<file path="config.mk">
export PLATFORM = sky130hd
export DESIGN_NAME = fetchUnit
export DESIGN_NICKNAME = d
export VERILOG_FILES = /design/src/hdl/memPkg.sv /design/src/hdl/fetchUnit.sv
export SDC_FILE = /design/constraint.sdc
export NUM_CORES = 1
export LEC_CHECK = 0
export BUFFER_PORTS_ARGS = -buffer_cell sky130_fd_sc_hd__buf_2
export CAP_MARGIN = 20
export CORE_UTILIZATION = 30
export CTS_CLUSTER_SIZE = 16
export DETAILED_ROUTE_END_ITERATION = 8
export GPL_TIMING_DRIVEN = 1
export SLEW_MARGIN = 20
export SYNTH_ARGS = -nofsm -noshare
export SYNTH_HDL_FRONTEND = slang
export SYNTH_SLANG_ARGS = --single-unit
</file>
<file path="constraint.sdc">
create_clock -name clk -period 2 [get_ports clk]
set_clock_uncertainty 0.2 [all_clocks]
set_input_delay 0 -clock clk [delete_from_list [all_inputs] [get_ports clk]]
set_output_delay 0 -clock clk [all_outputs]
set_load 0.01 [all_outputs]
</file>
<file path="src/hdl/memPkg.sv">
package memPkg;

    // default RAM depth as address bits
    parameter int memAddrBits = 12;

    typedef logic [31:0] addrT;
    typedef logic [7:0]  byteT;
    typedef logic [31:0] wordT;

    // access length minus one
    typedef logic [1:0] lenT;

    // RV32 load/store width code
    typedef logic [2:0] funct3T;

    localparam funct3T fnB  = 3'b000;
    localparam funct3T fnH  = 3'b001;
    localparam funct3T fnW  = 3'b010;
    localparam funct3T fnBU = 3'b100;
    localparam funct3T fnHU = 3'b101;

    localparam lenT lenByte = 2'd0;
    localparam lenT lenHalf = 2'd1;
    localparam lenT lenWord = 2'd3;

    typedef enum logic [1:0] {
        idle,
        readInst,
        readData,
        writeData
    } ctrlStateT;

endpackage

</file>
<file path="src/hdl/fetchUnit.sv">
module fetchUnit #(
    parameter memPkg::addrT resetPc = '0
) (
    input  logic         clk,
    input  logic         rst,
    input  logic         enable,
    input  logic         restart,
    input  logic         instDone,
    input  memPkg::wordT instRdata,
    output logic         instReq,
    output memPkg::addrT instAddr,
    output logic         instValid,
    output memPkg::wordT instWord,
    output memPkg::addrT instPc
);

    memPkg::addrT pc;
    logic         restartPending;

    assign instAddr = pc;

    always_ff @(posedge clk) begin
        if (rst) begin
            instReq        <= 1'b0;
            pc             <= resetPc;
            restartPending <= 1'b0;
            instValid      <= 1'b0;
        end else begin
            instValid <= instDone;
            if (instReq) begin
                if (instDone) begin
                    instReq        <= enable;
                    restartPending <= 1'b0;
                    pc             <= (restart || restartPending) ? resetPc : pc + 32'd4;
                end else if (restart) begin
                    // wait for the outstanding fetch
                    restartPending <= 1'b1;
                end
            end else begin
                instReq <= enable;
                if (restart) begin
                    pc <= resetPc;
                end
            end
        end
    end

    always_ff @(posedge clk) begin
        if (instDone) begin
            instWord <= instRdata;
            instPc   <= pc;
        end
    end

    addrHeld: assert property (@(posedge clk) disable iff (rst)
        instReq && !instDone |=> instReq && $stable(instAddr));

endmodule

</file>
==> out/results.txt <==
Run status: finished clean
Largest net degree at the start of global routing: 60
WP data required: 2.08 ns
Tcrit/Tclk final: 95.71%
Share of flip-flops with an asynchronous set or reset: 0%
Finished Layout Cells: 651
Via count: 3,058
Drt via density: 4.697
Area Growth Syn to Fin: 45.87%
Avg Cell Area, Syn: 13.31 sq um
Clk buf depth: 2
GR Overflow Total: 0
Placed Cells: 597
Mux share of post-synthesis cell area: 0.6741%
Crit start category: flop
Layout cells sized above 1: 40.58%
Number of port buffers: 130
Hpwl dp: 6522 um
Starting Density: 30.78%
Wirelength, routed: 9432 um
Final setup vio count: 0
Crit Path Category: reg2reg
Clk sink count: 95
Pre-Repair DR Iteration Count: 4
Synth top cells by count: edfxtp_1 (62), dfxtp_1 (33), nand2_1 (24), nor2_1 (15), nand3_1 (14)
Count leader, synth: edfxtp_1
Leading area contributor after synthesis: edfxtp_1
Fin. max-slew vios: 0
Xor/xnor share of the synthesized area: 1.887%
Die width: 113.2 um
Core ar.: 12,060 sq um
Setup slack at placement: 0.02465 ns
Dpl cell area: 4743 sq um
Post-CTS setup buffer count: 0
Pwr Total: 0.004074 W
Post-synthesis adder-cell area fraction: 0.3370%
Area contributors post-synth: edfxtp_1 (50%), dfxtp_1 (18%), nand2_1 (2.4%), nand3_1 (1.9%), o311ai_0 (1.9%)
Max capacitance violation total: 0
Measured slew at the worst slew-check pin: 0.6114 ns
Worst Hold Class: in2reg
Clock Pin Slew Worst Setup and Hold Paths: 0.06 ns
Drt wl/cell: 14.49 um
Die H: 113.2 um
Register area share after synthesis: 67.95%
CP Max Fanout: 12
Fin area: 5415 sq um
RD Place Congestion: 0.8137
Yosys warns: 0
Slew headroom: 58.07%
Unrepaired setup endpoints after global routing: no
Total track usage: 14.64%
Clock Latency Late Sink: 0.34 ns
First DRT Iteration DRCs: 166
Vias in the first global route: 2,879
Power per cell area: 752.4 nW/um^2
CTS tree: yes
# nets final: 516
EDFF count, synth: 62
Total Neg Setup Slack: 0 ns
Netlist cell types: 51
Fin worst setup slack: 0.08575 ns
Syn Std Cell Area: 3712 sq um
Post-synthesis compound-gate area fraction: 9.100%
Largest family of logic cells by synthesized area: simple AND/OR/NAND/NOR gates
H-tree depth: 3
Post-DRT Antenna Nets: 0
Yosys reg bits: 95
Final Hold Vio Count: 0
Cts bufs inserted: 9
Post-synthesis simple-gate area fraction: 17.22%
# rows: 40
Leakage: 2.227 nW
Peak VDD IR: 387.0 uV
Initial antenna violation count: 0
Data arrival, critical path: 1.99 ns
First-pass GRT wire length: 14,280 um
Top_reg_cell synth: edfxtp_1
Mapped Cells: 279
# IOs: 135
Fmax: 522.4 MHz
CTS root buffer: clkbuf_16
Diode count: 0
DRC violation count after routing: 0
Min cycle time layout: 1.914 ns
Setup crit end kind: flop
Die ar.: 12,820 sq um
Synth top area share: 50.15%
## per-stage QoR
step / util, % / hold WS (ns)
after CTS: 44.70 / 0.01721
after floorplan: - / -0.1011
final: 44.90 / 0.02379
after detailed placement: 39.33 / -0.02078
after global placement: 39.33 / -0.02374
after global routing: 44.90 / 0.04158
## placed cells by master (no fill, tap or decap), drive strengths merged, types with 5 or more instances in the layout
cell	instances
dlygate4sd3	38
o311ai	12
dfxtp	33
nor2	17
clkbuf	11
buf	162
nand4	11
nand2	24
a21oi	11
o21ai	7
nor3	5
or3	7
nand3	17
and3	6
edfxtp	62
## state kept, by name, summed over array words and instances, names as in the netlist
name / flops
instWord: 32
instAddr: 30
instPc: 30
instReq: 1
instValid: 1
restartPending: 1
## final timing paths
check / start / end / slack [ns] / cells past startpoint
hold reg to reg: instAddr[17] / instPc[17] / 0.29 / 0
setup reg to reg: instReq / instAddr[7] / 0.09 / 4
setup / recovery: instReq / instAddr[7] / 0.09 / 4
hold / removal: instDone / instAddr[8] / 0.02 / 4
## kinds of logic (layout without fill, tap and decap cells)
| kind of cell | after synthesis | in the layout |
|---|---|---|
| other | 1 | 4 |
| xor gates and xnor gates | 8 | 8 |
| and+or+nand+nor | 108 | 108 |
| AOI/OAI and AO/OA | 47 | 47 |
| DFF | 95 | 95 |
| muxes | 2 | 2 |
| buffers and inverters | 17 | 218 |
| adders and majority gates | 1 | 1 |
## critical path, cell delays in order, from the launching register on
cell	delay, ns
dfxtp_1	0.46
mux2_4	0.34
nand3_2	0.20
or4b_1	0.50
a21oi_1	0.14
## what timing repair did
item / in CTS / in global routing
setup endpoints to repair: 0 / 8
resized for setup: 0 / 10
hold endpoints to repair: 41 / 0
hold buffers: 38 / 0
## area by class of cell
type | count | area [sq um]
inverters | 2 | 7.507
well taps | 168 | 210.2
flip-flops and latches | 95 | 2526
repair buffers | 200 | 1284
clock inverters | 5 | 35.03
fillers | 1103 | 6646
clock buffers | 11 | 232.7
multi-input cells | 170 | 1120
## per-layer routing
| metal | up-vias | part of all wire [%] | global-route usage [%] |
|---|---|---|---|
| li1 | 1477 | - | - |
| met1 | 1427 | 44 | 17.91 |
| met2 | 134 | 46 | 23.07 |
| met3 | 20 | 6.9 | 3.482 |
| met4 | 0 | 3.0 | 9.737 |
| met5 | - | 0 | 0 |
## power breakdown
part	total (W)	switching (W)	leakage, nW	internal [W]
Clock	0.00155	0.000708	0.129	0.000843
Combinational	0.000331	0.000173	1.20	0.000158
Sequential	0.00219	0.0000225	0.900	0.00217
(Power assumes the default switching activity.)
