`src/hdl/memPkg.sv`:
```
package memPkg;

    // default RAM depth as address bits
    parameter int memAddrBits = 12;

    typedef logic [31:0] addrT;
    typedef logic [7:0]  byteT;
    typedef logic [31:0] wordT;

    // access length minus one
    typedef logic [1:0] lenT;

    // RV32 load/store width code
    typedef logic [2:0] funct3T;

    localparam funct3T fnB  = 3'b000;
    localparam funct3T fnH  = 3'b001;
    localparam funct3T fnW  = 3'b010;
    localparam funct3T fnBU = 3'b100;
    localparam funct3T fnHU = 3'b101;

    localparam lenT lenByte = 2'd0;
    localparam lenT lenHalf = 2'd1;
    localparam lenT lenWord = 2'd3;

    typedef enum logic [1:0] {
        idle,
        readInst,
        readData,
        writeData
    } ctrlStateT;

endpackage

```
`src/hdl/loadStoreUnit.sv`:
```
module loadStoreUnit (
    input  logic           clk,
    input  logic           rst,
    input  logic           cmdValid,
    input  logic           cmdStore,
    input  memPkg::funct3T cmdFunct3,
    input  memPkg::addrT   cmdAddr,
    input  memPkg::wordT   cmdWdata,
    input  logic           dataDone,
    input  memPkg::wordT   dataRdata,
    output logic           dataReq,
    output logic           dataWrite,
    output memPkg::lenT    dataLen,
    output memPkg::addrT   dataAddr,
    output memPkg::wordT   dataWdata,
    output logic           busy,
    output logic           done,
    output memPkg::wordT   rdata
);

    memPkg::funct3T funct3Reg;
    memPkg::lenT    cmdLen;

    // width from the low funct3 bits
    always_comb begin
        case (cmdFunct3[1:0])
            2'b00:   cmdLen = memPkg::lenByte;
            2'b01:   cmdLen = memPkg::lenHalf;
            default: cmdLen = memPkg::lenWord;
        endcase
    end

    always_ff @(posedge clk) begin
        if (rst) begin
            dataReq <= 1'b0;
        end else if (dataReq) begin
            if (dataDone) begin
                dataReq <= 1'b0;
            end
        end else if (cmdValid) begin
            dataReq <= 1'b1;
        end
    end

    // commands while busy are dropped
    always_ff @(posedge clk) begin
        if (!dataReq && cmdValid) begin
            dataWrite <= cmdStore;
            funct3Reg <= cmdFunct3;
            dataLen   <= cmdLen;
            dataAddr  <= cmdAddr;
            dataWdata <= cmdWdata;
        end
    end

    assign busy = dataReq;
    assign done = dataDone;

    always_comb begin
        case (funct3Reg)
            memPkg::fnB:  rdata = {{24{dataRdata[7]}}, dataRdata[7:0]};
            memPkg::fnH:  rdata = {{16{dataRdata[15]}}, dataRdata[15:0]};
            memPkg::fnBU: rdata = {24'd0, dataRdata[7:0]};
            memPkg::fnHU: rdata = {16'd0, dataRdata[15:0]};
            default:      rdata = dataRdata;
        endcase
    end

    reqDropsAfterDone: assert property (@(posedge clk) disable iff (rst)
        dataDone |=> !dataReq);

endmodule

```
`config.mk`:
```
export PLATFORM = sky130hd
export DESIGN_NAME = loadStoreUnit
export DESIGN_NICKNAME = d
export VERILOG_FILES = /design/src/hdl/memPkg.sv /design/src/hdl/loadStoreUnit.sv
export SDC_FILE = /design/constraint.sdc
export NUM_CORES = 1
export LEC_CHECK = 0
export ABC_AREA = 1
export BUFFER_PORTS_ARGS = -buffer_cell sky130_fd_sc_hd__buf_2
export CAP_MARGIN = 20
export CORE_AREA = 2 2 83 85
export DETAILED_ROUTE_END_ITERATION = 8
export DIE_AREA = 0 0 85 87
export PLACE_DENSITY = 0.81
export SYNTH_ARGS = -nofsm -noshare
export SYNTH_HDL_FRONTEND = slang
export SYNTH_SLANG_ARGS = --single-unit
export TNS_END_PERCENT = 100
```
`constraint.sdc`:
```
create_clock -name clk -period 4.21 [get_ports clk]
set_input_delay 0.2105 -clock clk [delete_from_list [all_inputs] [get_ports clk]]
set_output_delay 0.2105 -clock clk [all_outputs]
set_load 0.02 [all_outputs]
```
==> reports/results.md, run 1 <==
| Quantity | Reported | Unit |
|---|---|---|
| RSZ-0062 raised after global routing | no | - |
| Total Die Area | 0.00740 | mm² |
| Critical Path Start Type | flip-flop | - |
| Clk sinks | 71 | - |
| Maximum number of pins on one net before global-route repair | 37 | - |
| Part of the cycle the worst path needs | 0.519 | - |
| GR Overflow Total | 0 | - |
| Initial DRC Count | 96 | - |
| Share of final-layout standard cells stronger than drive strength 1 | 0.629 | - |
| Post-Synthesis Cell Area | 0.00254 | mm² |
| Synthesized netlist cell count | 151 | - |
| Worst VDD drop | 0.000308 | V |
| ANT cells | 0 | - |
| Max frequency | 458 | MHz |
| Reg-to-reg slack, setup | 2.34 | ns |
| Die height | 87 | µm |
| Via count of the first global-routing pass | 1,802 | - |
| Final design area excluding fillers | 0.00365 | mm² |
| Sum of negative setup slack | 0 | ns |
| Setup Viol. Count Final | 0 | - |
| Hold crit path type | in2reg | - |
| Count of fill cells added during filler insertion | 561 | - |
| Number of buffers added by the clock tree synthesis step | 9 | - |
| #FFs+latches synth | 71 | - |
| Distinct cell type count of the synthesized netlist | 15 | - |
| Max Fanout on Critical Path | 25 | - |
| DRC Markers | 0 | - |
| Mean area per synthesized cell | 16.8 | µm² |
| Hold Vio Cnt, Final | 0 | - |
| Via count | 1,884 | - |
| Cell Pwr Density | 418 | mW/mm² |
| Number of routed nets with antenna violations | 0 | - |
| Clock Path Buffers | 2 | - |
| Yosys top cell by area | edfxtp_1 | - |
| Area Growth Syn to Fin | 43.5 | % |
| Total routed wirelength | 6190 | µm |
| Depth of the worst hold-timing path | 2 | - |
| Yosys top cell area share | 0.827 | - |
| Count of pins over their slew limit | 0 | - |
| TritonCTS clock tree | done | - |
| Number of ports placed on the die boundary | 206 | - |
| Worst Reg2Reg Path Length in Cells | 4 | - |
| Transition at the pin with the smallest max-transition slack | 0.718 | ns |
| Area occupied by registers | 0.00212 | mm² |
| Outcome | finished clean | - |
| Startpoint of the most critical setup path | funct3Reg[1]$_DFFE_PP_ | - |
| Critical path required time | 4.00 | ns |
| Critical register-to-register path endpoint | dataAddr[2]$_DFFE_PP_ | - |
| Wire length per cell after detailed routing | 14.7 | µm |
| Standard cell core area | 0.00657 | mm² |
| Vias per inst | 4.46 | - |
| Initial DRT Pass Iterations | 4 | - |
| Count of yosys warnings during synthesis | 0 | - |
| Setup Buffers After CTS | 0 | - |
| Deepest level of the CTS H-tree | 3 | - |
| Cell leakage power | 1.74 | nW |
| Count of buffers inserted at the top-level ports | 191 | - |
| Setup CP Type | reg2out | - |
| Tightest slew margin relative to the limit | 0.521 | - |
| Synth Net Count | 255 | - |
| Share of the yosys chip area belonging to registers | 0.835 | - |
| Clock transition at the registers of the reported paths | 0.07 | ns |
| Arrival time of the worst setup path | 1.97 | ns |
| Area of placed instances | 0.00347 | mm² |
| Worst reg2reg path startpoint | busy$_SDFF_PP0_ | - |
| Max-cap violations | 0 | - |
| Leading cell types by total area after synthesis | edfxtp_1 83%, nand2_1 3.7%, buf_4 3.0% | - |
| Final clock skew | 0.00209 | ns |
| Rows | 30 | - |
| Cts repair resizes | 0 | - |
| Global placement routability congestion | 0.728 | - |
| Total half-perimeter wirelength after legalization and detailed placement | 4900 | µm |
| Post-CTS Hold Fix Bufs | 0 | - |
| Buffer cell driving the clock tree root | clkbuf_8 | - |
| All-Layer GR Usage | 0.162 | - |
| First-pass GRT wire length | 8790 | µm |
| Starting density of the core | 0.387 | - |
| Clock Latency Late Sink | 0.33 | ns |
| Number of nets in the layout | 441 | - |
| Floorplan die width | 85 | µm |
| Worst setup EP type | output port | - |
| Area used by multi-input combinational logic | 265 | µm² |
| Number of antenna violations at the first check in global routing | 0 | - |
| Shortest period the worst path allows | 2.18 | ns |
| CP Capture Point | rdata[30] | - |
==> cells in the final DEF, fill, tap and decap left out <==
master and count:
edfxtp_1 70, nor2_1 3, clkbuf_8 9, nand2_1 25, buf_4 1, inv_1 5
nand3_1 14, nand2_2 2, clkinvlp_4 4, inv_2 1, or2_2 1, clkinv_2 2
nor2_2 1, inv_6 1, buf_2 191, nand3_2 2, o21ai_0 8, a21oi_1 1
dfxtp_1 1
==> stage by stage <==
stage               hold WS [ns]  setup WS, ns   util  std cells  power (mW)
floorplan                  0.280          1.92      -        151       0.992
finish                    0.0281          2.03  0.555        422        1.53
global route             0.00958          1.84  0.555        422        1.59
CTS                      0.00495          2.01  0.555        422        1.55
global placement           0.369          2.41  0.529        406        1.08
detailed placement         0.371          2.32  0.529        406        1.09
==> critical path, cell delays in order, from the launching register on <==
cell and delay (ns):
edfxtp_1 0.79, nor2_1 0.16, nand2_2 0.37, nand3_1 0.14
buf_2 0.18
==> kinds of logic (layout without fill, tap and decap cells) <==
kind of cell	count (synthesis)	after routing	share of synthesized area
simple gates	48	48	0.0867
buf+inv	23	214	0.0606
compound gates	9	9	0.0177
flops	71	71	0.835
==> worst min-delay path by stage <==
stage,slack (ns),endpoint,start
global placement,0.37,busy$_SDFF_PP0_,rst
floorplan,0.28,busy$_SDFF_PP0_,rst
CTS,0.005,busy$_SDFF_PP0_,rst
detailed placement,0.37,busy$_SDFF_PP0_,rst
finish,0.03,busy$_SDFF_PP0_,rst
global route,0.01,busy$_SDFF_PP0_,rst
==> synth_stat cells <==
cell / number
nand3_1: 14
buf_4: 10
clkbuf_1: 3
o21ai_0: 8
or2_2: 1
dfxtp_1: 1
nand2_2: 2
nor2_1: 3
buf_6: 4
nor2_2: 1
edfxtp_1: 70
inv_1: 6
nand3_2: 2
a21oi_1: 1
nand2_1: 25
==> state kept, by name, indices dropped and copies added (netlist names) <==
signal,cells
dataWdata,32
funct3Reg,3
busy,1
dataAddr,32
dataWrite,1
dataLen,2
==> layout make-up <==
| type | instances | area share |
|---|---|---|
| sequential | 71 | 0.582 |
| timing repair buffer | 192 | 0.264 |
| multi-input combinational | 57 | 0.0728 |
| clock buffer | 9 | 0.0340 |
| tap | 80 | 0.0275 |
| clock inverter | 7 | 0.0134 |
| inverter | 6 | 0.00618 |
==> metal layers <==
layer  track usage  vias to the layer above  part of all wire
li1              -                      901                 -
met1         0.145                      846              0.32
met2         0.302                      128              0.54
met3        0.0872                        9              0.13
met4        0.0664                        0             0.013
met5             0                        -                 0
==> power breakdown <==
| part | switching [mW] | leakage (nW) | internal, mW |
|---|---|---|---|
| registers | 0.0148 | 0.680 | 0.829 |
| clock network | 0.245 | 0.0776 | 0.213 |
| logic | 0.144 | 0.979 | 0.0806 |
| total | 0.404 | 1.74 | 1.12 |
Power figures use the tool's default switching activity.
==> run 2, diff against run 1 <==
--- a/config.mk
+++ b/config.mk
@@ -5,13 +5,13 @@
 export SDC_FILE = /design/constraint.sdc
 export NUM_CORES = 1
 export LEC_CHECK = 0
-export ABC_AREA = 1
+export ABC_AREA = 0
 export BUFFER_PORTS_ARGS = -buffer_cell sky130_fd_sc_hd__buf_2
 export CAP_MARGIN = 20
-export CORE_AREA = 2 2 83 85
+export CORE_AREA = 2 2 88 90
 export DETAILED_ROUTE_END_ITERATION = 8
-export DIE_AREA = 0 0 85 87
-export PLACE_DENSITY = 0.81
+export DIE_AREA = 0 0 90 92
+export PLACE_DENSITY = 0.75
 export SYNTH_ARGS = -nofsm -noshare
 export SYNTH_HDL_FRONTEND = slang
 export SYNTH_SLANG_ARGS = --single-unit
==> constraint.sdc (replaced) <==
create_clock -name clk -period 2 [get_ports clk]
set_input_delay 0.1 -clock clk [delete_from_list [all_inputs] [get_ports clk]]
set_output_delay 0.1 -clock clk [all_outputs]
set_load 0.02 [all_outputs]
==> reports/results.md, run 2 <==
| Quantity | Reported | Unit | Delta |
|---|---|---|---|
| Outcome | finished clean | - |  |
| Commonest non-fill, non-tap cell in the layout | buf_2 | - |  |
| Most frequent cells in the layout | 191 x buf_2, 70 x edfxtp_1, 70 x dlygate4sd3_1 | - |  |
| Area Growth Syn to Fin | 74.7 | % |  |
| Worst Reg2Reg Path Length in Cells | 3 | - | -1 |
| Worst reg2reg path startpoint | busy$_SDFF_PP0_ | - |  |
| Critical Path Start Type | flip-flop | - |  |
| Setup Viol. Count Final | 0 | - | unchanged |
| Clock transition at the registers of the reported paths | 0.07 | ns | about the same |
| Dominant combinational cell family by area after synthesis | buffers and inverters | - |  |
| Min-Delay Endpoint | rdata[3] | - |  |
| Cell leakage power | 1.98 | nW | +14% |
| Number of antenna violations at the first check in global routing | 0 | - | unchanged |
| Area share of fa/ha/maj cells after synthesis | 0 | - | unchanged |
| Count of pins over their slew limit | 0 | - | unchanged |
| Transition at the pin with the smallest max-transition slack | 0.637 | ns | -0.0809 ns |
| Total routed wirelength | 7770 | µm | +26% |
| Tightest slew margin relative to the limit | 0.567 | - | +0.0462 |
| Top-count cell post-synth | edfxtp_1 | - |  |
| Reg-to-reg slack, setup | 0.61 | ns | -1.73 ns |
| Rows | 32 | - | +6.7% |
| Synth Net Count | 249 | - | -2.4% |
| Initial DRT Pass Iterations | 4 | - | unchanged |
| Wire length per cell after detailed routing | 15.2 | µm | +3.7% |
| Deepest level of the CTS H-tree | 3 | - | unchanged |
| Die height | 92 | µm | +5.7% |
| Vias per inst | 4.30 | - | -3.8% |
| Main flop type after synthesis | edfxtp_1 | - |  |
| All-Layer GR Usage | 0.187 | - | +0.0244 |
| Multiplexer share of the synthesized area | 0.00546 | - | +0.00546 |
| Number of nets in the layout | 508 | - | +15% |
| Total half-perimeter wirelength after legalization and detailed placement | 4890 | µm | -0.30% |
| Part of the cycle the worst path needs | 0.906 | - |  |
| Maximum number of pins on one net before global-route repair | 71 | - | +92% |
| Cts repair resizes | 0 | - | unchanged |
| Min-delay src | dataRdata[3] | - |  |
| Total Die Area | 0.00828 | mm² | +12% |
| Number of ports placed on the die boundary | 206 | - | unchanged |
| Yosys top cell by area | edfxtp_1 | - |  |
| Leading cell types by total area after synthesis | edfxtp_1 83%, o21ai_0 4.8%, nand2_1 3.6% | - |  |
| Clock Latency Late Sink | 0.33 | ns | about the same |
| Mean area per synthesized cell | 17.4 | µm² | +3.3% |
| Fraction of the mapped netlist area in simple logic gates | 0.0501 | - | -0.0365 |
| Via count | 2,195 | - | +17% |
| Standard cell core area | 0.00745 | mm² | +13% |
| TritonCTS clock tree | done | - |  |
| Depth of the worst hold-timing path | 0 | - | -2 |
| DRC Markers | 0 | - | unchanged |
| Final core utilization | 0.591 | - | +0.0362 |
| Worst setup EP type | output port | - |  |
| Synthesized netlist cell count | 145 | - | -4.0% |
| Compound-Gate Fraction of Synth Area | 0.0506 | - | +0.0329 |
| Starting density of the core | 0.338 | - | -0.0485 |
| Hold Vio Cnt, Final | 0 | - | unchanged |
| Share of final-layout standard cells stronger than drive strength 1 | 0.528 | - | -0.101 |
| #FFs+latches synth | 71 | - | unchanged |
| Floorplan die width | 90 | µm | +5.9% |
| Critical register-to-register path endpoint | busy$_SDFF_PP0_ | - |  |
| Post-synthesis async set-or-reset flop share | 0 | - | unchanged |
| Worst VDD drop | 0.000495 | V | +61% |
| Xor/xnor share of the synthesized area | 0 | - | unchanged |
| Count of fill cells added during filler insertion | 605 | - | +7.8% |
| Via count of the first global-routing pass | 2,376 | - | +32% |
| Yosys top cell area share | 0.834 | - | +0.00698 |
| ANT cells | 0 | - | unchanged |
| Global placement routability congestion | 0.744 | - | +2.2% |
| Number of routed nets with antenna violations | 0 | - | unchanged |
| GR Overflow Total | 0 | - | unchanged |
| Max Fanout on Critical Path | 16 | - | -36% |
| Final clock skew | 0.00642 | ns | +0.00433 ns |
| Count of yosys warnings during synthesis | 0 | - | unchanged |
| Hold crit path type | in2out | - |  |
| Shortest period the worst path allows | 1.81 | ns |  |
| Initial DRC Count | 45 | - | -53% |
| Distinct cell type count of the synthesized netlist | 16 | - | +1 |
| First-pass GRT wire length | 11,600 | µm | +32% |
| Clk sinks | 71 | - | unchanged |
| Number of enable flip-flop cells after synthesis | 70 | - | unchanged |
| Max frequency | 552 | MHz |  |
| Number of buffers added by the clock tree synthesis step | 9 | - | unchanged |
| Total power | 3.32 | mW | +120% |
| Clock Path Buffers | 2 | - | unchanged |
| Cell Pwr Density | 755 | mW/mm² | +80% |
| Post-synth top cells | 70 x edfxtp_1, 24 x nand2_1, 24 x o21ai_0 | - |  |
| Biggest regs | dataAddr: 32 flops, dataWdata: 32 flops, funct3Reg: 3 flops | - |  |
| Count of buffers inserted at the top-level ports | 191 | - | unchanged |
| Setup CP Type | reg2out | - |  |
| Share of the yosys chip area belonging to registers | 0.842 | - | +0.00705 |
| Buffer cell driving the clock tree root | clkbuf_8 | - |  |
| Critical path required time | 1.90 | ns | -2.10 ns |
| Max-cap violations | 0 | - | unchanged |
| Arrival time of the worst setup path | 1.71 | ns | -0.26 ns |
| Post-Synthesis Cell Area | 0.00252 | mm² | -0.84% |
| Worst Hold Margin | 0.200 | ns | +0.172 ns |
==> run 2: changes by cell type after synthesis, sizes merged, moves of 2 or more <==
| cell | change |
|---|---|
| nand3 | -16 |
| nor2 | -3 |
| clkbuf | +2 |
| o21ai | +16 |
| nand2 | -3 |
| inv | -6 |
==> run 2: critical path, cell delays in order, from the launching register on <==
cell and delay, ns:
edfxtp_1 0.43, mux2i_2 0.56, o21ai_0 0.19, buf_2 0.20
==> run 2: final cells by class <==
type | count | area, µm² | share of cell area
Clock inverter | 7 | 40.0 | 0.00909
Timing Repair Buffer | 267 | 1710 | 0.389
Tap cell | 102 | 128 | 0.0290
Multi-Input combinational cell | 55 | 275 | 0.0625
Sequential cell | 71 | 2120 | 0.482
Clock buffer | 9 | 124 | 0.0281
==> run 2: cell families (layout without fill, tap and decap cells) <==
logic type / Yosys count / in the layout
buffers and inverters: 19 / 283
flip-flops: 71 / 71
multiplexers: 1 / 1
AND/OR/NAND/NOR: 29 / 29
AO/OA/AOI/OAI: 25 / 25
==> run 2: worst max path at each step <==
stage / startpoint / endpoint / slack [ns] / cells past startpoint
final: funct3Reg[0]$_DFFE_PP_ / rdata[17] / 0.19 / 3
after global routing: funct3Reg[0]$_DFFE_PP_ / rdata[18] / -0.006 / 3
after detailed placement: funct3Reg[1]$_DFFE_PP_ / rdata[9] / 0.45 / 3
after CTS: funct3Reg[1]$_DFFE_PP_ / rdata[9] / 0.06 / 3
after global placement: funct3Reg[1]$_DFFE_PP_ / rdata[9] / 0.48 / 3
after floorplan: busy$_SDFF_PP0_ / dataAddr[0]$_DFFE_PP_ / 0.09 / 1
==> run 2: power by group <==
part           internal, mW  switching (mW)  leakage, nW
Sequential             1.74          0.0280        0.677
Clock                 0.438           0.509       0.0862
Combinational         0.269           0.338         1.22
==> run 2: metrics by stage <==
step,instance area [µm²],setup TNS [ns],std cells,setup WS [ns]
detailed placement,3520,0,422,0.450
CTS,4380,0,508,0.0598
global route,4400,-0.00578,511,-0.00578
global placement,3520,0,422,0.479
floorplan,2530,0,145,0.0857
finish,4400,0,511,0.189
==> run 2: per-layer routing <==
| layer | share of wire | track usage | vias up |
|---|---|---|---|
| met4 | 0.029 | 0.0936 | 0 |
| met3 | 0.10 | 0.0838 | 20 |
| li1 | - | - | 1038 |
| met5 | 0 | 0 | - |
| met1 | 0.32 | 0.162 | 1006 |
| met2 | 0.55 | 0.358 | 131 |
==> run 2: what timing repair did <==
action | in CTS | in global routing
buffers inserted | 0 | 3
hold buffers | 70 | 0
endpoints found under the hold margin | 70 | 0
endpoints found under the setup margin | 0 | 2
