`config.mk`:
```
export PLATFORM = sky130hd
export DESIGN_NAME = memCtrl
export DESIGN_NICKNAME = d
export VERILOG_FILES = /design/src/hdl/memPkg.sv /design/src/hdl/memCtrl.sv
export SDC_FILE = /design/constraint.sdc
export NUM_CORES = 1
export LEC_CHECK = 0
export BUFFER_PORTS_ARGS = -buffer_cell sky130_fd_sc_hd__buf_2
export CAP_MARGIN = 10
export CORE_MARGIN = 8
export CORE_UTILIZATION = 56
export CTS_BUF_LIST = sky130_fd_sc_hd__clkbuf_8
export CTS_CLUSTER_DIAMETER = 50
export DETAILED_ROUTE_END_ITERATION = 12
export PLACE_DENSITY_LB_ADDON = 0.2
export SKIP_LAST_GASP = 1
export SLEW_MARGIN = 20
export SYNTH_ARGS = -nofsm -noshare
export SYNTH_HDL_FRONTEND = slang
export SYNTH_SLANG_ARGS = --single-unit
```
`constraint.sdc`:
```
create_clock -name clk -period 6.3 [get_ports clk]
set_clock_uncertainty 0.05 [all_clocks]
set_input_delay 0 -clock clk [delete_from_list [all_inputs] [get_ports clk]]
set_output_delay 0 -clock clk [all_outputs]
set_load 0.03 [all_outputs]
```
`src/hdl/memPkg.sv`:
```
package memPkg;

    // default RAM depth as address bits
    parameter int memAddrBits = 12;

    typedef logic [31:0] addrT;
    typedef logic [7:0]  byteT;
    typedef logic [31:0] wordT;

    // access length minus one
    typedef logic [1:0] lenT;

    // RV32 load/store width code
    typedef logic [2:0] funct3T;

    localparam funct3T fnB  = 3'b000;
    localparam funct3T fnH  = 3'b001;
    localparam funct3T fnW  = 3'b010;
    localparam funct3T fnBU = 3'b100;
    localparam funct3T fnHU = 3'b101;

    localparam lenT lenByte = 2'd0;
    localparam lenT lenHalf = 2'd1;
    localparam lenT lenWord = 2'd3;

    typedef enum logic [1:0] {
        idle,
        readInst,
        readData,
        writeData
    } ctrlStateT;

endpackage

```
`src/hdl/memCtrl.sv`:
```
module memCtrl #(
    parameter int addrBits = memPkg::memAddrBits
) (
    input  logic                clk,
    input  logic                rst,
    input  logic                stall,
    input  logic                dataReq,
    input  logic                dataWrite,
    input  memPkg::lenT         dataLen,
    input  memPkg::addrT        dataAddr,
    input  memPkg::wordT        dataWdata,
    input  logic                instReq,
    input  memPkg::addrT        instAddr,
    input  memPkg::byteT        ramRdata,
    output logic                dataDone,
    output memPkg::wordT        dataRdata,
    output logic                instDone,
    output memPkg::wordT        instRdata,
    output logic [addrBits-1:0] ramAddr,
    output logic                ramWe,
    output memPkg::byteT        ramWdata
);

    memPkg::ctrlStateT state;
    memPkg::ctrlStateT opState;
    logic [2:0]        byteCnt;
    logic [2:0]        addrIdx;
    logic [1:0]        capIdx;

    // latched access
    memPkg::addrT baseAddr;
    memPkg::lenT  accLen;
    memPkg::wordT wrData;
    memPkg::wordT asmData;

    memPkg::addrT curBase;
    memPkg::lenT  curLen;
    memPkg::wordT curWdata;
    memPkg::addrT byteAddr;
    memPkg::wordT readWord;
    logic         readEnd;

    // in idle the request being accepted is served at once
    always_comb begin
        opState  = state;
        curBase  = baseAddr;
        curLen   = accLen;
        curWdata = wrData;
        if (state == memPkg::idle) begin
            curWdata = dataWdata;
            if (dataReq) begin
                opState = dataWrite ? memPkg::writeData : memPkg::readData;
                curBase = dataAddr;
                curLen  = dataLen;
            end else if (instReq) begin
                opState = memPkg::readInst;
                curBase = instAddr;
                curLen  = memPkg::lenWord;
            end
        end
    end

    // a stalled read keeps the previous byte on the RAM output
    always_comb begin
        if (state == memPkg::idle) begin
            addrIdx = 3'd0;
        end else if (stall && state != memPkg::writeData) begin
            addrIdx = byteCnt - 3'd1;
        end else begin
            addrIdx = byteCnt;
        end
    end

    assign byteAddr = curBase + memPkg::addrT'(addrIdx);
    assign ramAddr  = byteAddr[addrBits-1:0];
    assign ramWdata = curWdata[{addrIdx[1:0], 3'b000} +: 8];
    assign ramWe    = !stall && opState == memPkg::writeData;

    assign capIdx  = byteCnt[1:0] - 2'd1;
    assign readEnd = byteCnt == {1'b0, accLen} + 3'd1;

    // last byte joins the word as it comes back
    always_comb begin
        readWord = asmData;
        readWord[{accLen, 3'b000} +: 8] = ramRdata;
    end

    assign dataRdata = readWord;
    assign instRdata = readWord;

    assign dataDone = !stall && (
        (opState == memPkg::writeData && addrIdx[1:0] == curLen) ||
        (state == memPkg::readData && readEnd));
    assign instDone = !stall && state == memPkg::readInst && readEnd;

    always_ff @(posedge clk) begin
        if (rst) begin
            state   <= memPkg::idle;
            byteCnt <= 3'd0;
        end else if (!stall) begin
            case (state)
                memPkg::idle: begin
                    if (opState != memPkg::idle) begin
                        byteCnt <= 3'd1;
                        // single byte write finishes in the accept cycle
                        if (!(opState == memPkg::writeData && curLen == memPkg::lenByte)) begin
                            state <= opState;
                        end
                    end
                end
                memPkg::readInst, memPkg::readData: begin
                    if (readEnd) begin
                        state   <= memPkg::idle;
                        byteCnt <= 3'd0;
                    end else begin
                        byteCnt <= byteCnt + 3'd1;
                    end
                end
                memPkg::writeData: begin
                    if (byteCnt[1:0] == accLen) begin
                        state   <= memPkg::idle;
                        byteCnt <= 3'd0;
                    end else begin
                        byteCnt <= byteCnt + 3'd1;
                    end
                end
                default: begin
                    state <= memPkg::idle;
                end
            endcase
        end
    end

    always_ff @(posedge clk) begin
        if (!stall) begin
            if (state == memPkg::idle) begin
                baseAddr <= curBase;
                accLen   <= curLen;
                wrData   <= curWdata;
                asmData  <= '0;
            end else if (state != memPkg::writeData) begin
                asmData[{capIdx, 3'b000} +: 8] <= ramRdata;
            end
        end
    end

    doneExclusive: assert property (@(posedge clk) disable iff (rst)
        !(dataDone && instDone));

    // writes only belong to a held data write request
    weOnlyInWrite: assert property (@(posedge clk) disable iff (rst)
        ramWe |-> dataReq && dataWrite);

    stallFreezes: assert property (@(posedge clk) disable iff (rst)
        stall |-> !ramWe ##1 ($stable(state) && $stable(byteCnt)));

endmodule

```
==> impl_metrics.json, run 1 <==
{
  "synth_mux_area_frac": 0.111,
  "vias_per_cell": 5.42,
  "avgRoutedWirePerCell_um": 17.3,
  "ant_nets": 0,
  "grt_pass1_vias": 4507,
  "reg2reg_setup_slack_ns": 3.04,
  "endpoint_kind": "output pin",
  "yosysTopAreaCellShare": 0.431,
  "crit_arrival_ns": 4.50,
  "required_ns": 6.25,
  "clock_path_buffers": 2,
  "ys_seq_area_frac": 0.449,
  "syn2layout_area_growth_pct": 22.4,
  "fin_nets": 825,
  "yosysWarnings": 0,
  "min_path_cells": 3,
  "power_density_nw_per_um2": 289,
  "max_stage_delay_ns": 0.70,
  "grt_max_degree": 82,
  "stdcell_area_um2": 6650,
  "r2r.worst_path.cells": 7,
  "max_cap_viol_count": 0,
  "syn-num-nets": 668,
  "grt.busiest_layer": "met2",
  "synth_common_cells": "edfxtp_1, inv_1, nand2_1",
  "vias": 4502,
  "synthXorXnorAreaFrac": 0.0258,
  "synth.avg_cell_area_um2": 10.2,
  "synth-compound-area-share": 0.128,
  "use_met1": 0.247,
  "grt_pass1_wl_um": 22300,
  "path_cells": "inv_1 > ha_2 > buf_4 > inv_1 > o21ai_0 > ha_1 > inv_1 > fa_1 > inv_1 > a21oi_1 > nor4_1 > nand3_1 > xnor2_1 > buf_2",
  "finish.utilization": 0.693,
  "synth_top_family_by_area": "simple AND/OR/NAND/NOR gates",
  "path_common_cell": "inv_1",
  "ys.flop_type": "edfxtp_1",
  "finalSetupViolCount": 0,
  "global_route.usage.met3": 0.0570,
  "initial_core_util": 0.566,
  "path_class": "flip-flop to output pin",
  "portBuffers": 158,
  "total_power_uw": 1920,
  "fin_crit_sh": 0.722,
  "die_h_um": 115,
  "clkTransAtPathRegs_ns": 0.09,
  "ios": 199,
  "tightest_slew_ns": 1.04,
  "die_area_um2": 13100,
  "routed_wl_um": 14300,
  "ys_seq_elements": 83,
  "crit-reg2reg-launch": "state[1]",
  "dpl-instance-area_um2": 6090,
  "holdCritStartpoint": "dataAddr[7]",
  "htree_levels": 3,
  "finalHoldViolations": 0,
  "cts.sinks": 83,
  "synth.distinct_cells": 51,
  "slew_violations": 0,
  "synthSimpleGateAreaFrac": 0.135,
  "synthAdderAreaFrac": 0.0497,
  "worstReg2RegEnd": "baseAddr[3]",
  "grt_antenna_before_repair": 1,
  "grtUsageTotal": 0.215,
  "synth_edf_count": 78,
  "slew-limit-headroom": 0.303,
  "place_hpwl_um": 9910,
  "first_pass_iters": 5,
  "leakage_uw": 0.00281,
  "yosysMostFrequentCell": "edfxtp_1",
  "critPathMaxFanout": 81,
  "status": "finished clean",
  "rsz0062_at_grt": "no",
  "start_kind": "flip-flop",
  "setup_tns_ns": 0,
  "cts_made_buffers": 9,
  "clk_latency_ns": 0.35,
  "postSynthCellCount": 535,
  "fillers": 771,
  "grt_remaining_overflow": 0,
  "gp_congestion": 0.867,
  "antenna_cells": 0,
  "netlist_area_um2": 5430,
  "cts-root-buf": "clkbuf_8",
  "synth_area_leaders": "edfxtp_1, mux2_2, ha_1",
  "fmax_mhz": 220,
  "yosysTopAreaCell": "edfxtp_1",
  "cts_tree": "yes",
  "fin_hold_ws_ns": 0.0282,
  "min_period_ns": 4.55,
  "cp_slowest_cell": "buf_4",
  "max-vdd-ir-drop_v": 0.000172,
  "hp-class": "input port to flip-flop",
  "drtIter0Drc": 318,
  "std_cell_rows": 36,
  "postSynth.asyncResetShare": 0,
  "use_met2": 0.363,
  "min_to": "baseAddr[7]",
  "drive_above_1_share": 0.317,
  "drc": 0,
  "die_x_um": 115,
  "core-area_um2": 9590
}
## sequential cells by signal, indices dropped and copies added (netlist names)
signal    count
accLen        2
asmData      32
baseAddr     12
wrData       32
state         2
byteCnt       3
## placed cells by master, fill, tap and decap left out, drive strengths merged, types with 7 or more instances in the layout
| cell type | count |
|---|---|
| xnor2 | 11 |
| nor2b | 11 |
| dlygate4sd3 | 38 |
| and2 | 9 |
| edfxtp | 78 |
| a21oi | 21 |
| nor2 | 31 |
| o21ai | 39 |
| inv | 56 |
| clkbuf | 9 |
| ha | 20 |
| nand3 | 19 |
| a222oi | 7 |
| buf | 163 |
| mux2i | 24 |
| a2bb2oi | 18 |
| mux2 | 32 |
| nand2b | 17 |
| nand2 | 45 |
## kinds of logic after synthesis
family	count (synthesis)
compound gates	106
xor+xnor	16
fa+ha+maj	21
buf+inv	107
flops	83
mux	56
simple gates	146
## final cells by class
| class | instances | area [um^2] | area share |
|---|---|---|---|
| clock buffer | 9 | 124 | 0.0186 |
| clock inverter | 7 | 52.6 | 0.00790 |
| inverter | 52 | 195 | 0.0293 |
| multi-input combinational | 345 | 2460 | 0.370 |
| sequential | 83 | 2440 | 0.367 |
| tap | 133 | 166 | 0.0250 |
| timing repair buffer | 201 | 1210 | 0.182 |
## how the worst max path moves through the flow
stage          startpoint         end  slack (ns)  cells after the start
2_1_floorplan    state[0]  ramAddr[8]        3.02                     14
6_report         state[1]  ramAddr[8]        1.75                     14
3_5_place_dp     state[1]  ramAddr[8]        2.11                     14
3_3_place_gp     state[1]  ramAddr[8]        2.31                     14
5_1_grt          state[1]  ramAddr[8]        1.43                     14
4_1_cts          state[1]  ramAddr[8]        1.71                     14
## routing by layer
metal / up-vias / share of wire
met3: 33 / 0.094
met1: 2074 / 0.40
li1: 2181 / -
met5: - / 0.00091
met4: 2 / 0.032
met2: 212 / 0.48
## worst max-delay path, delay by kind of cell (launching register included)
kind | cells | cell delay, ns
buffers and inverters | 6 | 1.60
AND/OR/NAND/NOR | 2 | 0.71
adder cells (fa/ha/maj) | 3 | 0.85
XOR/XNOR | 1 | 0.19
flip-flops | 1 | 0.38
AO/OA/AOI/OAI | 2 | 0.44
## metrics by stage
step | cells | worst slack (ns)
5_1_grt | 830 | 1.43
3_3_place_gp | 776 | 2.31
2_1_floorplan | 535 | 3.02
3_5_place_dp | 776 | 2.11
6_report | 830 | 1.75
4_1_cts | 830 | 1.71
## power breakdown
group / switching, uW / internal [uW]
combinational: 551 / 278
clock: 209 / 146
sequential: 31.6 / 707
total: 792 / 1130
## what timing repair did
item | 4_1_cts | 5_1_grt
gates resized for setup | 0 | 0
hold endpoints to repair | 42 | 0
hold buffers | 38 | 0
endpoints found under the setup margin | 0 | 0
buffers inserted | 0 | 0
Power figures use the tool's default switching activity.
==> run 2: changes to the inputs <==
--- a/config.mk
+++ b/config.mk
@@ -8,7 +8,7 @@
 export BUFFER_PORTS_ARGS = -buffer_cell sky130_fd_sc_hd__buf_2
 export CAP_MARGIN = 10
 export CORE_MARGIN = 8
-export CORE_UTILIZATION = 56
+export CORE_UTILIZATION = 52
 export CTS_BUF_LIST = sky130_fd_sc_hd__clkbuf_8
 export CTS_CLUSTER_DIAMETER = 50
 export DETAILED_ROUTE_END_ITERATION = 12
==> constraint.sdc (replaced) <==
create_clock -name clk -period 4.6 [get_ports clk]
set_clock_uncertainty 0.05 [all_clocks]
set_input_delay 0 -clock clk [delete_from_list [all_inputs] [get_ports clk]]
set_output_delay 0 -clock clk [all_outputs]
set_load 0.03 [all_outputs]
==> impl_metrics.json, run 2 (synthesis results as in run 1) <==
{
  "cts_made_buffers": 9,
  "drtIter0Drc": 277,
  "cts_tree": "yes",
  "clkTransAtPathRegs_ns": 0.08,
  "gp_congestion": 0.852,
  "rsz0062_at_grt": "no",
  "drive_above_1_share": 0.316,
  "start_kind": "flip-flop",
  "path_common_cell": "inv_1",
  "first_pass_iters": 5,
  "cts-root-buf": "clkbuf_8",
  "endpoint_kind": "output pin",
  "clock_path_buffers": 2,
  "max_cap_viol_count": 0,
  "hp-class": "input port to flip-flop",
  "status": "finished clean",
  "vias": 4556,
  "htree_levels": 3,
  "ant_nets": 0,
  "crit_arrival_ns": 3.96,
  "grt_antenna_before_repair": 0,
  "power_density_nw_per_um2": 394,
  "fin_crit_sh": 0.872,
  "grt_max_degree": 57,
  "largest_registers": "asmData: 32 flops, wrData: 32 flops, baseAddr: 12 flops",
  "leakage_uw": 0.00283,
  "final_cell_mix": "buf_2, edfxtp_1, inv_1",
  "fin_nets": 827,
  "die_area_um2": 14000,
  "fin_ws_ns": 0.587,
  "die_x_um": 118,
  "cts.sinks": 83,
  "drc": 0,
  "portBuffers": 158,
  "place_ws_ns": 0.994,
  "die_h_um": 118,
  "finalHoldViolations": 0,
  "syn2layout_area_growth_pct": 22.6,
  "path_class": "flip-flop to output pin",
  "cts_resized": 0,
  "antenna_cells": 0,
  "slew-limit-headroom": 0.275,
  "routed_wl_um": 14300,
  "grt_pass1_wl_um": 23400,
  "final_common_cell": "buf_2",
  "required_ns": 4.55,
  "max_stage_delay_ns": 0.60,
  "slew_violations": 0,
  "place_hpwl_um": 10000,
  "ios": 199,
  "avgRoutedWirePerCell_um": 17.1,
  "min_period_ns": 4.01,
  "grt_remaining_overflow": 0,
  "max-vdd-ir-drop_v": 0.000247,
  "grt_pass1_vias": 4743,
  "fmax_mhz": 249,
  "setup_tns_ns": 0,
  "finalSetupViolCount": 0,
  "core-area_um2": 10200,
  "tightest_slew_ns": 1.08,
  "clk_latency_ns": 0.36,
  "vias_per_cell": 5.46,
  "cp_slowest_cell": "ha_2",
  "hold_buffers": 38,
  "cts_setup_buffers": 0,
  "critPathMaxFanout": 27,
  "initial_core_util": 0.531,
  "grtUsageTotal": 0.202,
  "std_cell_rows": 37,
  "path_cells": "inv_1 > ha_2 > inv_1 > o211ai_1 > inv_2 > ha_1 > a21o_1 > a21oi_1 > nor4_2 > nand3_1 > xnor2_1 > buf_2"
}
[run 2: worst max-delay path: cells and delay by family (launching register included)]
kind	cells	cell delay (ns)
AOI/OAI and AO/OA	3	0.58
xor gates and xnor gates	1	0.16
adders and majority gates	2	0.95
buffers and inverters	4	0.96
DFF	1	0.38
and+or+nand+nor	2	0.57
[run 2: routing by layer]
| metal | part of all wire | wire length [um] | vias up | track usage |
|---|---|---|---|---|
| li1 | - | - | 2178 | - |
| met1 | 0.40 | 5760 | 2169 | 0.231 |
| met2 | 0.49 | 7060 | 186 | 0.348 |
| met3 | 0.086 | 1230 | 23 | 0.0695 |
| met4 | 0.015 | 213 | 0 | 0.0673 |
| met5 | 0 | 0 | - | 0 |
[run 2: metrics by stage]
| step | cell area, um^2 | util | total power [uW] | hold slack, ns | std cells |
|---|---|---|---|---|---|
| global placement | 6110 | 0.597 | 2100 | 0.198 | 781 |
| detailed placement | 6110 | 0.597 | 2130 | 0.208 | 781 |
| CTS | 6660 | 0.651 | 2630 | 0.00355 | 835 |
| global route | 6660 | 0.651 | 2770 | 0.00916 | 835 |
| floorplan | 5430 | - | 1880 | 0.0191 | 535 |
| finish | 6660 | 0.651 | 2620 | 0.0210 | 835 |
[run 2: where the power goes]
group / leakage [uW] / switching, uW / internal, uW / total, uW
sequential: 0.000814 / 41.7 / 968 / 1010
clock: 0.0000946 / 274 / 206 / 480
combinational: 0.00192 / 749 / 383 / 1130
total: 0.00283 / 1060 / 1560 / 2620
[run 2: area by class of cell]
cell class	count	area [um^2]
fillers	837	3570
multi-input cells	345	2460
flip-flops and latches	83	2440
repair buffers	203	1220
inverters	52	195
well taps	136	170
clock buffers	10	138
clock inverters	6	33.8
[run 2: final timing paths]
kind | start | endpoint | slack, ns | cells past startpoint
setup / recovery | state[1] | ramAddr[11] | 0.59 | 12
hold / removal | ramRdata[3] | asmData[3] | 0.02 | 3
setup reg to reg | state[1] | state[0] | 1.46 | 8
hold reg to reg | byteCnt[2] | byteCnt[2] | 0.50 | 2
==> run 3: changes to the inputs <==
--- a/config.mk
+++ b/config.mk
@@ -5,10 +5,11 @@
 export SDC_FILE = /design/constraint.sdc
 export NUM_CORES = 1
 export LEC_CHECK = 0
+export ABC_AREA = 1
 export BUFFER_PORTS_ARGS = -buffer_cell sky130_fd_sc_hd__buf_2
 export CAP_MARGIN = 10
 export CORE_MARGIN = 8
-export CORE_UTILIZATION = 52
+export CORE_UTILIZATION = 53
 export CTS_BUF_LIST = sky130_fd_sc_hd__clkbuf_8
 export CTS_CLUSTER_DIAMETER = 50
 export DETAILED_ROUTE_END_ITERATION = 12
==> impl_metrics.json, run 3 <==
{
  "path_class": "flip-flop to output pin",
  "final_cell_mix": "buf_2, nand2_1, inv_1",
  "cts.sinks": 83,
  "r2r.worst_path.cells": 5,
  "start_kind": "flip-flop",
  "postSynth.asyncResetShare": 0,
  "yosysWarnings": 0,
  "die_area_um2": 14500,
  "core-area_um2": 10700,
  "netlist_area_um2": 5790,
  "grt_remaining_overflow": 0,
  "tightest_slew_ns": 0.986,
  "max_cap_viol_count": 0,
  "ant_nets": 0,
  "required_ns": 4.55,
  "grt_max_degree": 39,
  "synth.avg_cell_area_um2": 8.08,
  "endpoint_kind": "output pin",
  "fin_cells": 1011,
  "max-vdd-ir-drop_v": 0.000419,
  "vias": 5362,
  "fin_crit_sh": 0.886,
  "clkTransAtPathRegs_ns": 0.09,
  "die_x_um": 120,
  "postSynthCellCount": 716,
  "fin_nets": 999,
  "slew-limit-headroom": 0.338,
  "slew_violations": 0,
  "grtUsageTotal": 0.215,
  "grt_pass1_vias": 5307,
  "leakage_uw": 0.00336,
  "placedCellCount": 962,
  "routed_wl_um": 15800,
  "min_period_ns": 4.07,
  "stdcell_area_um2": 6980,
  "hold_buffers": 33,
  "critPathMaxFanout": 25,
  "rsz0062_at_grt": "no",
  "largest_registers": "asmData: 32 flops, wrData: 32 flops, baseAddr: 12 flops",
  "cts_made_buffers": 9,
  "htree_levels": 3,
  "fmax_mhz": 245,
  "die_h_um": 120,
  "grt_antenna_before_repair": 0,
  "yosysTopAreaCellShare": 0.405,
  "cts_resized": 0,
  "grt_pass1_wl_um": 25800,
  "finish.utilization": 0.649,
  "drc": 0,
  "hp-class": "input port to flip-flop",
  "syn2layout_area_growth_pct": 20.6,
  "drive_above_1_share": 0.255,
  "portBuffers": 158,
  "synth_area_leaders": "edfxtp_1, nand2_1, inv_1",
  "ys.flop_type": "edfxtp_1",
  "crit_arrival_ns": 4.02,
  "cts_setup_buffers": 0,
  "synth_edf_count": 78,
  "status": "finished clean",
  "avgRoutedWirePerCell_um": 15.6,
  "final_common_cell": "buf_2",
  "syn-num-nets": 849,
  "ios": 199,
  "first_pass_iters": 6,
  "antenna_cells": 0,
  "cts-root-buf": "clkbuf_8",
  "vias_per_cell": 5.30,
  "power_density_nw_per_um2": 626,
  "ys_seq_elements": 83,
  "clk_latency_ns": 0.35,
  "setup_tns_ns": 0,
  "synth_common_cells": "nand2_1, inv_1, edfxtp_1",
  "synth.distinct_cells": 40,
  "yosysTopAreaCell": "edfxtp_1",
  "dpl-instance-area_um2": 6430,
  "std_cell_rows": 38,
  "clock_path_buffers": 2,
  "gp_congestion": 0.879,
  "min_path_cells": 4,
  "drtIter0Drc": 386,
  "fin_hold_ws_ns": 0.0105,
  "yosysMostFrequentCell": "nand2_1",
  "place_hpwl_um": 11200,
  "ys_seq_area_frac": 0.422,
  "finalHoldViolations": 0,
  "cts_tree": "yes",
  "initial_core_util": 0.538,
  "finalSetupViolCount": 0
}
==> run 3: cell count changes in the layout (fill, tap and decap cells not counted), sizes merged, moves of 18 or more <==
cell     delta
a21oi      +27
a2bb2oi    -18
inv        +65
mux2       -32
nand2      +97
nor2       +32
o21ai      +33
or2        +21
==> run 3: area by class of cell <==
| type | instances | area [um^2] |
|---|---|---|
| fill | 929 | 3770 |
| sequential | 83 | 2440 |
| clock inverter | 6 | 81.3 |
| tap | 140 | 175 |
| multi-input combinational | 457 | 2540 |
| timing repair buffer | 196 | 1160 |
| clock buffer | 10 | 138 |
| inverter | 119 | 447 |
==> run 3: cells by family after synthesis <==
| family | share of synthesized area |
|---|---|
| muxes | 0.0277 |
| and+or+nand+nor | 0.210 |
| AOI/OAI and AO/OA | 0.139 |
| adders and majority gates | 0.0467 |
| buffers and inverters | 0.142 |
| xor gates and xnor gates | 0.0121 |
| DFF | 0.422 |
==> run 3: layer usage <==
layer / routed length, um / part of all wire / vias up / track usage
met4: 363 / 0.023 / 0 / 0.0867
met2: 7610 / 0.48 / 247 / 0.363
met1: 6440 / 0.41 / 2467 / 0.265
met3: 1380 / 0.087 / 25 / 0.0438
met5: 0 / 0 / - / 0
li1: - / - / 2623 / -
==> run 3: report_power, final <==
part | internal (uW) | switching, uW
registers | 1130 | 98.9
logic | 737 | 1810
clock network | 317 | 270
total | 2190 | 2180
==> run 3: final timing paths <==
| path | end | start | slack, ns |
|---|---|---|---|
| worst max-delay path | ramAddr[10] | state[0] | 0.53 |
| worst max register to register | wrData[28] | state[0] | 1.88 |
| worst min-delay path | wrData[23] | dataWdata[23] | 0.01 |
| worst min register to register | wrData[19] | wrData[19] | 0.50 |
==> run 3: critical path, cell delays in order (launching register included) <==
cell	delay, ns
dfxtp_1	0.41
inv_1	0.10
ha_2	0.36
inv_1	0.36
nand3_2	0.48
inv_2	0.36
ha_1	0.21
inv_1	0.05
fa_1	0.40
inv_1	0.07
nand2_1	0.05
nand2_1	0.07
nand2_1	0.08
nor3_1	0.27
nand3b_1	0.12
nand2_1	0.07
buf_2	0.19
==> run 3: per-stage QoR <==
step	setup slack, ns	total power [uW]
finish	0.525	4370
global route	0.272	4660
CTS	0.566	4360
detailed placement	0.966	3750
global placement	1.01	3690
floorplan	1.08	3210
